**src/common/petNeedPkg.sv**
```systemverilog
package petNeedPkg;

	// need level, 0 is empty and 5 is full
	typedef logic [2:0] needLevel;

	localparam needLevel NEED_MAX = 3'd5;

	typedef struct packed {
		needLevel energy;
		needLevel hunger;
		needLevel fun;
	} needLevels;

	// what the pet is doing, selects decay or recovery per need
	typedef enum logic [1:0] {
		ACT_AWAKE,
		ACT_SLEEP,
		ACT_PLAY,
		ACT_FROZEN
	} petActivity;

	typedef struct packed {
		petActivity activity;
		logic feed;
		logic load;
		logic [3:0] preset;
	} needCtrl;

endpackage

```
**src/common/petModePkg.sv**
```systemverilog
package petModePkg;

	// pet moods, also used directly as the face code
	typedef enum logic [3:0] {
		IDLE,
		NEUTRAL,
		TIRED,
		HUNGRY,
		BORED,
		SAD,
		SLEEP,
		PLAYING,
		DEATH
	} petMood;

	// one command per accepted button press
	typedef enum logic [2:0] {
		CMD_SLEEP,
		CMD_WAKE,
		CMD_FEED,
		CMD_PLAY,
		CMD_TEST
	} petCmdOp;

	// command word from decode to execute
	typedef struct packed {
		petCmdOp op;
		// preset index, only looked at for CMD_TEST
		logic [3:0] preset;
	} petCmd;

	// valid preset numbers on the switch
	localparam logic [3:0] PRESET_FIRST = 4'd1;
	localparam logic [3:0] PRESET_LAST = 4'd9;

endpackage
```
**src/hw/petTop.sv**
```systemverilog
`timescale 1ns/1ns

module petTop import petModePkg::*, petNeedPkg::*; #(
	// cycles per level step, defaults give 30 s, 10 s and 20 s at 50 MHz
	parameter int energyPeriod = 1500000000,
	parameter int hungerPeriod = 500000000,
	parameter int funPeriod = 1000000000
) (
	input logic clk,
	input logic rst,
	input logic sleepBtn,
	input logic wakeBtn,
	input logic feedBtn,
	input logic playBtn,
	input logic testBtn,
	input logic [3:0] testPreset,
	output petMood face,
	output logic [4:0] energyBar,
	output logic [4:0] hungerBar,
	output logic [4:0] funBar,
	output logic alarm,
	output needLevels levels
);

	logic cmdValid;
	logic cmdReady;
	petCmd cmd;
	petMood mood;
	needCtrl ctrl;

	cmdDecoder decode (
		.clk(clk),
		.rst(rst),
		.sleepBtn(sleepBtn),
		.wakeBtn(wakeBtn),
		.feedBtn(feedBtn),
		.playBtn(playBtn),
		.testBtn(testBtn),
		.testPreset(testPreset),
		.cmdReady(cmdReady),
		.cmdValid(cmdValid),
		.cmd(cmd)
	);

	moodFsm fsm (
		.clk(clk),
		.rst(rst),
		.cmdValid(cmdValid),
		.cmd(cmd),
		.cmdReady(cmdReady),
		.levels(levels),
		.mood(mood),
		.ctrl(ctrl)
	);

	needTimers #(
		.energyPeriod(energyPeriod),
		.hungerPeriod(hungerPeriod),
		.funPeriod(funPeriod)
	) needs (
		.clk(clk),
		.rst(rst),
		.ctrl(ctrl),
		.levels(levels)
	);

	faceEncoder result (
		.clk(clk),
		.rst(rst),
		.mood(mood),
		.levels(levels),
		.face(face),
		.energyBar(energyBar),
		.hungerBar(hungerBar),
		.funBar(funBar),
		.alarm(alarm)
	);

endmodule

```
**src/hw/result/faceEncoder.sv**
```systemverilog
`timescale 1ns/1ns

module faceEncoder import petModePkg::*, petNeedPkg::*; (
	input logic clk,
	input logic rst,
	input petMood mood,
	input needLevels levels,
	output petMood face,
	output logic [4:0] energyBar,
	output logic [4:0] hungerBar,
	output logic [4:0] funBar,
	output logic alarm
);

	logic lowNeed;

	// thermometer code, bit k lit while the level is above k
	function automatic logic [4:0] toBar(needLevel lvl);
		logic [4:0] bar;
		for (int k = 0; k < 5; k++) begin
			bar[k] = (lvl > 3'(k));
		end
		return bar;
	endfunction

	assign lowNeed = (levels.energy <= 3'd2) || (levels.hunger <= 3'd2) || (levels.fun <= 3'd2);

	always_ff @(posedge clk or posedge rst) begin
		if (rst) begin
			face <= IDLE;
			energyBar <= 5'b11111;
			hungerBar <= 5'b11111;
			funBar <= 5'b11111;
			alarm <= 1'b0;
		end else begin
			face <= mood;
			energyBar <= toBar(levels.energy);
			hungerBar <= toBar(levels.hunger);
			funBar <= toBar(levels.fun);
			// no point alarming once the pet is dead
			alarm <= lowNeed && (mood != DEATH);
		end
	end

endmodule

```
**src/hw/execute/needTimers.sv**
```systemverilog
`timescale 1ns/1ns

module needTimers import petNeedPkg::*; #(
	parameter int energyPeriod = 1500000000,
	parameter int hungerPeriod = 500000000,
	parameter int funPeriod = 1000000000
) (
	input logic clk,
	input logic rst,
	input needCtrl ctrl,
	output needLevels levels
);

	localparam int MAX_PERIOD = (energyPeriod > hungerPeriod) ?
		((energyPeriod > funPeriod) ? energyPeriod : funPeriod) :
		((hungerPeriod > funPeriod) ? hungerPeriod : funPeriod);
	localparam int CNT_W = $clog2(MAX_PERIOD + 1);

	// index 0 energy, 1 hunger, 2 fun
	needLevel lvl [3];
	needLevel loadArr [3];
	needLevels loadVal;
	logic [2:0] runMask;
	logic [2:0] upMask;
	logic [2:0] feedMask;
	logic actChange;
	petActivity prevAct;

	function automatic needLevels presetLevels(logic [3:0] sel, needLevels cur);
		case (sel)
			4'd1: return '{energy: 3'd5, hunger: 3'd5, fun: 3'd5};
			4'd2: return '{energy: 3'd4, hunger: 3'd4, fun: 3'd4};
			4'd3: return '{energy: 3'd2, hunger: 3'd5, fun: 3'd5};
			4'd4: return '{energy: 3'd2, hunger: 3'd5, fun: 3'd5};
			4'd5: return '{energy: 3'd5, hunger: 3'd2, fun: 3'd5};
			4'd6: return '{energy: 3'd2, hunger: 3'd2, fun: 3'd5};
			4'd7: return '{energy: 3'd5, hunger: 3'd5, fun: 3'd2};
			4'd8: return '{energy: 3'd5, hunger: 3'd5, fun: 3'd2};
			4'd9: return '{energy: 3'd0, hunger: 3'd0, fun: 3'd0};
			default: return cur;
		endcase
	endfunction

	assign loadVal = presetLevels(ctrl.preset, levels);
	assign loadArr[0] = loadVal.energy;
	assign loadArr[1] = loadVal.hunger;
	assign loadArr[2] = loadVal.fun;
	assign feedMask = {1'b0, ctrl.feed, 1'b0};

	// which needs run their timer, and in which direction
	always_comb begin
		case (ctrl.activity)
			ACT_AWAKE: begin
				runMask = 3'b111;
				upMask = 3'b000;
			end
			ACT_SLEEP: begin
				runMask = 3'b001;
				upMask = 3'b001;
			end
			ACT_PLAY: begin
				runMask = 3'b111;
				upMask = 3'b100;
			end
			default: begin
				runMask = 3'b000;
				upMask = 3'b000;
			end
		endcase
	end

	always_ff @(posedge clk or posedge rst) begin
		if (rst) begin
			prevAct <= ACT_AWAKE;
		end else begin
			prevAct <= ctrl.activity;
		end
	end

	assign actChange = (ctrl.activity != prevAct);

	for (genvar i = 0; i < 3; i++) begin : gNeed
		localparam int PERIOD = (i == 0) ? energyPeriod : (i == 1) ? hungerPeriod : funPeriod;

		needLevel lvlQ;
		logic [CNT_W-1:0] cntQ;
		logic stepNow;

		assign stepNow = runMask[i] && !actChange && (cntQ == CNT_W'(PERIOD - 1));

		always_ff @(posedge clk or posedge rst) begin
			if (rst) begin
				lvlQ <= NEED_MAX;
				cntQ <= '0;
			end else if (ctrl.load) begin
				lvlQ <= loadArr[i];
				cntQ <= '0;
			end else begin
				if (actChange || stepNow) begin
					cntQ <= '0;
				end else if (runMask[i]) begin
					cntQ <= cntQ + 1'b1;
				end
				// feed wins over a timed step in the same cycle
				if (feedMask[i]) begin
					lvlQ <= (lvlQ < NEED_MAX) ? lvlQ + 3'd1 : lvlQ;
				end else if (stepNow && upMask[i]) begin
					lvlQ <= (lvlQ < NEED_MAX) ? lvlQ + 3'd1 : lvlQ;
				end else if (stepNow) begin
					lvlQ <= (lvlQ != 3'd0) ? lvlQ - 3'd1 : lvlQ;
				end
			end
		end

		assign lvl[i] = lvlQ;
	end

	assign levels = '{energy: lvl[0], hunger: lvl[1], fun: lvl[2]};

endmodule

```
**src/hw/execute/moodFsm.sv**
```systemverilog
`timescale 1ns/1ns

module moodFsm import petModePkg::*, petNeedPkg::*; (
	input logic clk,
	input logic rst,
	input logic cmdValid,
	input petCmd cmd,
	output logic cmdReady,
	input needLevels levels,
	output petMood mood,
	output needCtrl ctrl
);

	petMood moodNext;
	petActivity activity;
	logic accept;
	logic presetValid;
	logic isLoad;
	logic anyZero;

	// mood an awake pet shows for the given levels
	function automatic petMood ruleMood(needLevels lv);
		logic lowE;
		logic lowH;
		logic lowF;
		logic [1:0] lowCount;
		lowE = (lv.energy <= 3'd2);
		lowH = (lv.hunger <= 3'd2);
		lowF = (lv.fun <= 3'd2);
		lowCount = {1'b0, lowE} + {1'b0, lowH} + {1'b0, lowF};
		if (lv.energy == 3'd0 || lv.hunger == 3'd0 || lv.fun == 3'd0) begin
			return DEATH;
		end else if (lowCount >= 2'd2) begin
			return SAD;
		end else if (lowE) begin
			return TIRED;
		end else if (lowH) begin
			return HUNGRY;
		end else if (lowF) begin
			return BORED;
		end else if (lv.energy == NEED_MAX && lv.hunger == NEED_MAX && lv.fun == NEED_MAX) begin
			return IDLE;
		end
		return NEUTRAL;
	endfunction

	// mood forced by a test preset, levels come from needTimers
	function automatic petMood presetMood(logic [3:0] sel, petMood cur);
		case (sel)
			4'd1: return IDLE;
			4'd2: return NEUTRAL;
			4'd3: return TIRED;
			4'd4: return SLEEP;
			4'd5: return HUNGRY;
			4'd6: return SAD;
			4'd7: return PLAYING;
			4'd8: return BORED;
			4'd9: return DEATH;
			default: return cur;
		endcase
	endfunction

	// a dead pet takes one command and then stalls decode until reset
	assign cmdReady = (mood != DEATH);
	assign accept = cmdValid && cmdReady;
	assign presetValid = (cmd.preset >= PRESET_FIRST) && (cmd.preset <= PRESET_LAST);
	assign isLoad = accept && (cmd.op == CMD_TEST) && presetValid;
	assign anyZero = (levels.energy == 3'd0) || (levels.hunger == 3'd0) || (levels.fun == 3'd0);

	always_comb begin
		moodNext = mood;
		if (mood != DEATH) begin
			if (isLoad) begin
				moodNext = presetMood(cmd.preset, mood);
			end else if (anyZero) begin
				moodNext = DEATH;
			end else begin
				case (mood)
					SLEEP: begin
						if ((accept && cmd.op == CMD_WAKE) || levels.energy == NEED_MAX) begin
							moodNext = ruleMood(levels);
						end
					end
					PLAYING: begin
						// second play press or full fun ends the game
						if ((accept && cmd.op == CMD_PLAY) || levels.fun == NEED_MAX) begin
							moodNext = ruleMood(levels);
						end
					end
					default: begin
						if (accept && cmd.op == CMD_SLEEP) begin
							moodNext = SLEEP;
						end else if (accept && cmd.op == CMD_PLAY) begin
							moodNext = PLAYING;
						end else begin
							moodNext = ruleMood(levels);
						end
					end
				endcase
			end
		end
	end

	always_ff @(posedge clk or posedge rst) begin
		if (rst) begin
			mood <= IDLE;
		end else begin
			mood <= moodNext;
		end
	end

	always_comb begin
		case (mood)
			SLEEP: activity = ACT_SLEEP;
			PLAYING: activity = ACT_PLAY;
			DEATH: activity = ACT_FROZEN;
			default: activity = ACT_AWAKE;
		endcase
	end

	// feed and load leave here combinationally so levels move with the mood
	assign ctrl = '{
		activity: activity,
		feed: accept && (cmd.op == CMD_FEED),
		load: isLoad,
		preset: cmd.preset
	};

endmodule

```
**src/hw/decode/cmdDecoder.sv**
```systemverilog
`timescale 1ns/1ns

module cmdDecoder import petModePkg::*; (
	input logic clk,
	input logic rst,
	input logic sleepBtn,
	input logic wakeBtn,
	input logic feedBtn,
	input logic playBtn,
	input logic testBtn,
	input logic [3:0] testPreset,
	input logic cmdReady,
	output logic cmdValid,
	output petCmd cmd
);

	// bit order is {test, sleep, wake, feed, play}, highest priority first
	logic [4:0] btnMeta;
	logic [4:0] btnSync;
	logic [4:0] btnPrev;
	logic [4:0] press;
	logic pressAny;
	logic [3:0] presetMeta;
	logic [3:0] presetSync;
	petCmdOp pressOp;

	always_ff @(posedge clk or posedge rst) begin
		if (rst) begin
			btnMeta <= '0;
			btnSync <= '0;
			btnPrev <= '0;
		end else begin
			btnMeta <= {testBtn, sleepBtn, wakeBtn, feedBtn, playBtn};
			btnSync <= btnMeta;
			btnPrev <= btnSync;
		end
	end

	// preset switch only matters once a test press is latched
	always_ff @(posedge clk) begin
		presetMeta <= testPreset;
		presetSync <= presetMeta;
	end

	assign press = btnSync & ~btnPrev;
	assign pressAny = |press;

	always_comb begin
		if (press[4]) begin
			pressOp = CMD_TEST;
		end else if (press[3]) begin
			pressOp = CMD_SLEEP;
		end else if (press[2]) begin
			pressOp = CMD_WAKE;
		end else if (press[1]) begin
			pressOp = CMD_FEED;
		end else begin
			pressOp = CMD_PLAY;
		end
	end

	// presses arriving while a command waits are dropped
	always_ff @(posedge clk or posedge rst) begin
		if (rst) begin
			cmdValid <= 1'b0;
		end else if (cmdValid) begin
			if (cmdReady) begin
				cmdValid <= 1'b0;
			end
		end else if (pressAny) begin
			cmdValid <= 1'b1;
		end
	end

	always_ff @(posedge clk) begin
		if (!cmdValid && pressAny) begin
			cmd <= '{op: pressOp, preset: presetSync};
		end
	end

endmodule

```
**config.mk**
```make
export PLATFORM = sky130hd
export DESIGN_NAME = petTop
export DESIGN_NICKNAME = d
export VERILOG_FILES = /design/src/common/petNeedPkg.sv /design/src/common/petModePkg.sv /design/src/hw/petTop.sv /design/src/hw/result/faceEncoder.sv /design/src/hw/execute/needTimers.sv /design/src/hw/execute/moodFsm.sv /design/src/hw/decode/cmdDecoder.sv
export SDC_FILE = /design/constraint.sdc
export NUM_CORES = 1
export LEC_CHECK = 0
export ABC_AREA = 0
export BUFFER_PORTS_ARGS = -buffer_cell sky130_fd_sc_hd__buf_4
export CAP_MARGIN = 10
export CELL_PAD_IN_SITES_DETAIL_PLACEMENT = 1
export CELL_PAD_IN_SITES_GLOBAL_PLACEMENT = 1
export CORE_MARGIN = 1
export CORE_UTILIZATION = 30
export DETAILED_ROUTE_END_ITERATION = 10
export PLACE_DENSITY_LB_ADDON = 0.15
export REMOVE_ABC_BUFFERS = 1
export SYNTH_ARGS = -nofsm -noshare
export SYNTH_HDL_FRONTEND = slang
export SYNTH_SLANG_ARGS = --single-unit
```
**constraint.sdc**
```tcl
create_clock -name clk -period 4.6 [get_ports clk]
set_input_delay 0.46 -clock clk [delete_from_list [all_inputs] [get_ports clk]]
set_output_delay 0.46 -clock clk [all_outputs]
set_load 0.05 [all_outputs]
```
# == After elaboration in Yosys (flattened, before gate mapping) ==
# Cells that the tools add are included.
# word_totals
reg_bits,159
input_bits,11
# op_classes
addsub,11
order_cmp,24
eq_ne,32
mux,72
bitwise_logic,2
n_reduce_logical,60
# op_table
op,count
$mux 31,9
$add 31x1->31 const B,3
$pmux 9 s7,1
$mux 4,14
$mux 3,18
$pmux 4 s9,1
$eq 31x29->1 const B,1
$eq 31x30->1 const B,1
$eq 31x31->1 const B,1
$reduce_bool 3->1,10
$mux 1,25
$eq 4x3->1 const B,6
$logic_and 1x1->1,21
$gt 3x1->1 const B,6
$gt 3x2->1 const B,6
$eq 3x3->1 const B,4
$eq 4x4->1 const B,3
$logic_not 3->1,4
$pmux 3 s2,2
$reduce_and 4->1,3
$ne 10x10->1 const B,1
$reduce_or 2->1,5
$add 3x1->3 const B,3
$gt 3x3->1 const B,3
30 further kinds,50

# == Longest topological paths before layout ==
# Gate-level depths: netlist of run 1.
# logic_depth
ltp_word,20
ltp_mapped,9
depth_no_buf,8

# == By module ==
# From an unflattened synthesis of run 1, not the netlist that was laid out.
# unflattened
hier_cells,836
area_unflattened_um2,8341.8
# modules_own_cells
module,instances,cells_each,area_each_um2
needTimers,1,679,6246.0
cmdDecoder,1,45,870.8
faceEncoder,1,38,631.9
moodFsm,1,74,593.1

# == Worst setup path after synthesis of run 1 ==
# Ideal clock, no wire load.
# synth_path
path_kind,register to register
from,reg fsm.mood[1]
to,reg needs.gNeed[1].lvlQ[1]
setup_ns,0.128
t_arrival_ns,2.150
setup_slack_ns,2.322
stages_incl_launch_ff,9
n_path_buf,2
period_less_slack_ns,2.278
cell_sequence,dfrtp_1 buf_4 or4b_4 clkbuf_1 nand2_1 nor2_1 a21oi_1 o31a_1 mux2_1
# synth_between
elab_chain_cells,11
elab_cells_between_ends,26
# synth_rtl
item,line,rtl
from (decl),moodFsm.sv:10,"output petMood mood,"
from (signal assigned),moodFsm.sv:108,mood <= moodNext;
$eq 4x4->1 or $eq 4x3->1 (tied branches),moodFsm.sv:113,case (mood)
$pmux 2 s3,moodFsm.sv:113,
$eq 2x2->1 or $logic_not 2->1 (tied branches),needTimers.sv:52,case (ctrl.activity)
$reduce_or 2->1 (no line),n/a,
$pmux 3 s2,needTimers.sv:52,
$logic_and 1x1->1 (2 in a row),needTimers.sv:89,assign stepNow = runMask[i] && !actChange && (cntQ == CNT_W'(PERIOD - 1));
$logic_and 1x1->1,needTimers.sv:107,end else if (stepNow && upMask[i]) begin
$mux 3,needTimers.sv:107,
$mux 3,needTimers.sv:105,if (feedMask[i]) begin
$mux 3,needTimers.sv:95,end else if (ctrl.load) begin
to (signal assigned),needTimers.sv:96,lvlQ <= loadArr[i];
to (signal assigned),needTimers.sv:106,lvlQ <= (lvlQ < NEED_MAX) ? lvlQ + 3'd1 : lvlQ;
to (signal assigned),needTimers.sv:108,lvlQ <= (lvlQ < NEED_MAX) ? lvlQ + 3'd1 : lvlQ;
to (decl),needTimers.sv:85,needLevel lvlQ;
# Several ways; a longest one is shown, not always the timed one.
# A chain may end at the register's enable or synchronous reset.

# == Final worst setup path of run 1 ==
# layout_path
from,reg fsm.mood[1]
to,reg needs.gNeed[2].cntQ[23]
# layout_between
elab_chain_cells,10
elab_cells_between_ends,21
# layout_rtl
item,line,rtl
$eq 4x4->1 or $eq 4x3->1 (tied branches),moodFsm.sv:113,
$pmux 2 s3,moodFsm.sv:113,
$eq 2x2->1 or $logic_not 2->1 (tied branches),needTimers.sv:52,
$reduce_or 2->1 (no line),n/a,
$pmux 3 s2,needTimers.sv:52,
$logic_and 1x1->1 (2 in a row),needTimers.sv:89,
$logic_or 1x1->1,needTimers.sv:99,if (actChange || stepNow) begin
$mux 31,needTimers.sv:99,
$mux 31,needTimers.sv:95,
to (signal assigned),needTimers.sv:102,cntQ <= cntQ + 1'b1;
to (decl),needTimers.sv:86,logic [CNT_W-1:0] cntQ;
# Several ways; a longest one is shown, not always the timed one.

==> out/metrics.csv, run 1 <==
metric,value,unit
async_flop_share,90.6,%
fp.dieW,166,um
layout-drive-gt1-share,13.9,%
cts_setup_buffers,0,
timing.slew.headroom,35.0,%
postCtsHoldBufs,0,
core-area,26300,um^2
slowest_stage,or4b_4,
ys.flop_type,dfrtp_1,
slew_viol_final,0,
synth_area,8100,um^2
path_delay_family,simple AND/OR/NAND/NOR gates,
ys.warnings.count,0,
violations,design-rule violations,
grt_pass1_vias,6431,
worstPathCellList,or4b_4 > nand4_2 > o211a_4 > nand2_1 > buf_4 > nor2_1,
pwr-share-seq,49.5,%
hpwl,14800,um
hold_ws,0.0414,ns
hold_violations,0,
io_pins,40,
cts_max_path_buffers,2,
hp-class,input pin to asynchronous set/reset pin,
multi_input_area,3850,um^2
path_clk_slew,0.08,ns
power_frac_comb,1.3,%
cts-buffers-inserted,17,
vias,6203,
overflow,0,
critPathRequiredTime,4.95,ns
power.leakage,4.05,nW
status,finished with violations,
path_class,flip-flop to flip-flop,
die_height,166,um
rsz0062_at_grt,no,
cts_htree_levels,4,
tightest_slew,0.966,ns
num_rows,59,
crit_path_start_kind,flip-flop,
grt_max_degree,55,
end_kind,flip-flop,
drt_first_pass_iters,7,
register_area,4000,um^2
drt-initial-drc-count,223,
n_antenna_cell,0,
wl,21100,um
max_cap_violations,0,
drc,2,
seq_area_frac_synth,49.4,%
grt.total_usage,15.9,%
cts_resized,0,
synth_edf_count,7,
synth.distinct_cells,71,
start_util,30.8,%
p_clk_share,49.2,%
cp_max_fo,21,
p_int,2.16,mW
clock_skew,0.0148,ns
viasPerCell,5.17,
tns,0,ns
syn_to_final_growth,15.3,%
drtAntennaViolNets,0,
nNetsFinal,885,
power_density,307,nW/um^2
max_clock_freq,317,MHz
post-route-period-util,68.7,%
numPortBuffers,39,
fin_crit,3.16,ns
p_sw,0.712,mW
gp_routability_congestion,0.806,
slowest_delay,0.71,ns
worstPathArrival,3.51,ns
p_sw_share,24.8,%
cts_root_buffer,clkbuf_16,
setup_viol,0,
insertion_delay,0.43,ns
wire_per_inst,17.6,um
cts_num_sinks,159,
synthCells,818,
grt_pass1_wl,35000,um
ys_ff_latch,159,
path_buf_inv,1,
cts_tree,yes,
antenna_found_initial,0,
die_area,27600,um^2
fill_cells,2983,
peakVddDrop,0.213,mV
synth.avg_cell_area,9.90,um^2
## power by group through the flow
stage	Sequential [mW]	Combinational (mW)	Clock, mW
6_report	1.42	0.0369	1.41
3_5_place_dp	1.45	0.0401	0
4_1_cts	1.42	0.0402	1.47
5_1_grt	1.42	0.0443	1.52
3_3_place_gp	1.45	0.0387	0
2_1_floorplan	1.45	0.0216	0
## Yosys cell counts (all sizes together) (22+ instances only)
library cell / n / share of area, %
and3: 23 / 1.8
xnor2: 31 / 3.4
o21ai: 30 / 1.9
dfrtp: 123 / 38
xor2: 50 / 5.4
a21oi: 43 / 2.7
nand3: 42 / 2.6
nand2: 55 / 2.6
inv: 28 / 1.3
ha: 22 / 3.4
nor2: 111 / 5.1
## sequential cells by signal, indices dropped and copies added (netlist names)
signal             flops
needs.gNeed.lvlQ       9
decode.cmdValid        1
decode.presetSync      4
decode.btnPrev         5
decode.btnSync         5
result.alarm           1
result.funBar          5
result.face            4
needs.gNeed.cntQ      93
needs.prevAct          2
decode.cmd             7
decode.presetMeta      4
result.energyBar       5
decode.btnMeta         5
fsm.mood               4
result.hungerBar       5
## cell usage in the layout (no fill, tap or decap), types with 16 or more instances in the layout
cell type  synthesis  routed
inv_1             27      26
buf_4              1      47
o2111ai_1         16      16
dfrtp_1          123     123
clkbuf_16          0      17
xor2_1            50      50
nand4_1           17      17
ha_1              22      22
o21ai_0           29      29
nor3_1            16      16
dfstp_2           21      21
and3_1            23      23
nand2_1           54      54
xnor2_1           31      31
a21oi_1           43      43
nor2_1           111     111
nand3_1           42      42
## layout make-up
type / count / area share, %
inverter: 28 / 1.18
clock buffer: 17 / 4.56
sequential: 159 / 42.8
timing repair buffer: 48 / 3.94
clock inverter: 15 / 1.80
multi-input combinational: 598 / 41.2
tap: 335 / 4.49
## path summary, 6_finish.rpt
check	startpoint	end	slack, ns	depth (start not counted)
max reg2reg	fsm.mood[1]$_DFFE_PP0P_	needs.gNeed[2].cntQ[23]$_DFFE_PP0P_	1.44	6
min	rst	needs.gNeed[1].cntQ[13]$_DFFE_PP0P_	0.04	2
max	fsm.mood[1]$_DFFE_PP0P_	needs.gNeed[2].cntQ[23]$_DFFE_PP0P_	1.44	6
min reg2reg	decode.presetMeta[3]$_DFF_P_	decode.presetSync[3]$_DFF_P_	0.33	0
max in group asynchronous	rst	needs.gNeed[0].cntQ[16]$_DFFE_PP0P_	3.51	3
min in group clk	testPreset[0]	decode.presetMeta[0]$_DFF_P_	0.13	1
## cell families after synthesis
kind of cell,count (synthesis),share of synthesized area [%]
AND/OR/NAND/NOR,343,22.1
flip-flops,159,49.4
AO/OA/AOI/OAI,146,12.4
XOR/XNOR,81,8.76
buffers and inverters,61,3.09
adder cells (fa/ha/maj),22,3.40
multiplexers,6,0.757
## metrics by stage
step	cell area, um^2	std cells	util, %	worst slack (ns)	total power [mW]
2_1_floorplan	7950	785	-	0.308	1.47
3_3_place_gp	8730	1167	33.2	1.40	1.48
3_5_place_dp	8730	1167	33.2	1.27	1.49
4_1_cts	9320	1199	35.5	1.25	2.93
5_1_grt	9340	1200	35.5	1.22	2.99
6_report	9340	1200	35.5	1.44	2.87
## metal layers
layer | up-vias | track usage, % | routed length [um]
li1 | 2997 | - | -
met1 | 3138 | 22.2 | 10600
met2 | 58 | 25.4 | 9940
met3 | 10 | 2.81 | 391
met4 | 0 | 3.70 | 138
met5 | - | 0 | 0
(Power assumes the default switching activity.)
==> inputs of run 2 (changes only) <==
==> constraint.sdc (replaced) <==
create_clock -name clk -period 3.3 [get_ports clk]
set_input_delay 0.33 -clock clk [delete_from_list [all_inputs] [get_ports clk]]
set_output_delay 0.33 -clock clk [all_outputs]
set_load 0.05 [all_outputs]
==> out/metrics.csv, run 2 (synthesized netlist as in run 1, its figures left out) <==
metric,value,unit
grt_max_degree,92,
cts_tree,yes,
setup_viol,0,
tns,0,ns
viasPerCell,5.15,
hold_violations,0,
drtAntennaViolNets,0,
drt_first_pass_iters,7,
final_util,36.2,%
rsz0062_at_grt,no,
design_area,9510,um^2
syn_to_final_growth,17.5,%
grt_pass1_wl,36100,um
post-route-period-util,78.7,%
cts_num_sinks,159,
path_class,flip-flop to flip-flop,
violations,design-rule violations,
die_area,27600,um^2
layout_common_cells,"123 x dfrtp_1, 111 x nor2_1, 54 x nand2_1, 54 x buf_4, 50 x xor2_1",
clock_skew,0.0216,ns
top_register,needs.gNeed.cntQ,
slowest_delay,0.71,ns
hold_ws,0.0783,ns
slowest_stage,or4b_4,
timing.slew.headroom,43.4,%
tightest_slew,0.848,ns
grt.total_usage,16.4,%
crit_path_start_kind,flip-flop,
cts_setup_buffers,0,
start_util,30.8,%
max_cap_violations,0,
insertion_delay,0.44,ns
grt_pass1_vias,6734,
layout-drive-gt1-share,14.4,%
worst_slack,0.702,ns
gp_routability_congestion,0.819,
fp.dieW,166,um
path_clk_slew,0.07,ns
r2r_cells,7,
io_pins,40,
place_inst,1175,
max_clock_freq,385,MHz
drt-initial-drc-count,287,
numPortBuffers,39,
n_antenna_cell,0,
wire_per_inst,17.5,um
cts_max_path_buffers,2,
wl,21300,um
vias,6261,
hp-class,input pin to asynchronous set/reset pin,
slew_viol_final,0,
num_rows,59,
cts_htree_levels,4,
top_regs,"needs.gNeed.cntQ (93), needs.gNeed.lvlQ (9), decode.cmd (7)",
peakVddDrop,0.334,mV
cts_resized,0,
power_density,440,nW/um^2
die_height,166,um
cts_root_buffer,clkbuf_16,
postCtsHoldBufs,9,
largest_reg_flops,93,
dp_slack,0.713,ns
power.total,4.19,mW
fin_crit,2.60,ns
nNetsFinal,901,
status,finished with violations,
hpwl,14800,um
cts-buffers-inserted,17,
power.leakage,4.14,nW
antenna_found_initial,0,
worstPathArrival,2.89,ns
overflow,0,
core-area,26300,um^2
critPathRequiredTime,3.59,ns
place_area,8800,um^2
cp_max_fo,23,
worstPathCellList,or4b_4 > nand4_2 > o211ai_2 > buf_4 > o211ai_1 > xor2_1 > nor2_1,
final_common_cell,dfrtp_1,
end_kind,flip-flop,
drc,2,
instances_no_fill,1216,
## run 2: worst paths after layout
kind                                               from                                  end  slack, ns
hold / removal                                      rst   needs.gNeed[1].cntQ[2]$_DFFE_PP0P_       0.08
min in group clk           decode.presetMeta[0]$_DFF_P_         decode.presetSync[0]$_DFF_P_       0.32
setup reg to reg                fsm.mood[1]$_DFFE_PP0P_  needs.gNeed[1].cntQ[12]$_DFFE_PP0P_       0.70
max in group asynchronous                           rst           result.funBar[0]$_DFF_PP1_       2.40
setup / recovery                fsm.mood[1]$_DFFE_PP0P_  needs.gNeed[1].cntQ[12]$_DFFE_PP0P_       0.70
hold reg to reg            decode.presetMeta[0]$_DFF_P_         decode.presetSync[0]$_DFF_P_       0.32
## run 2: layer usage
layer / vias to the layer above / wire length (um) / global-route usage, %
li1: 3009 / - / -
met1: 3156 / 10300 / 21.9
met2: 76 / 10100 / 27.0
met3: 20 / 542 / 3.15
met4: 0 / 292 / 4.87
met5: - / 0 / 0
## run 2: where the power goes
part / switching, mW / internal (mW)
logic: 0.0419 / 0.0195
clock network: 0.931 / 1.22
registers: 0.00416 / 1.97
total: 0.977 / 3.21
## run 2: final cells by class
class	count	area [um^2]
Timing Repair Buffer	64	515
Fill cell	2971	16800
Sequential cell	159	4000
Tap cell	335	419
Clock buffer	17	425
Multi-Input combinational cell	598	3850
Inverter	28	110
Clock inverter	15	196
## run 2: worst max-delay path: cells and delay by family, from the launching register on
| kind | cells | cell delay [ns] |
|---|---|---|
| buffers and inverters | 1 | 0.32 |
| flip-flops | 1 | 0.51 |
| XOR/XNOR | 1 | 0.17 |
| AND/OR/NAND/NOR | 3 | 0.93 |
| AO/OA/AOI/OAI | 2 | 0.51 |
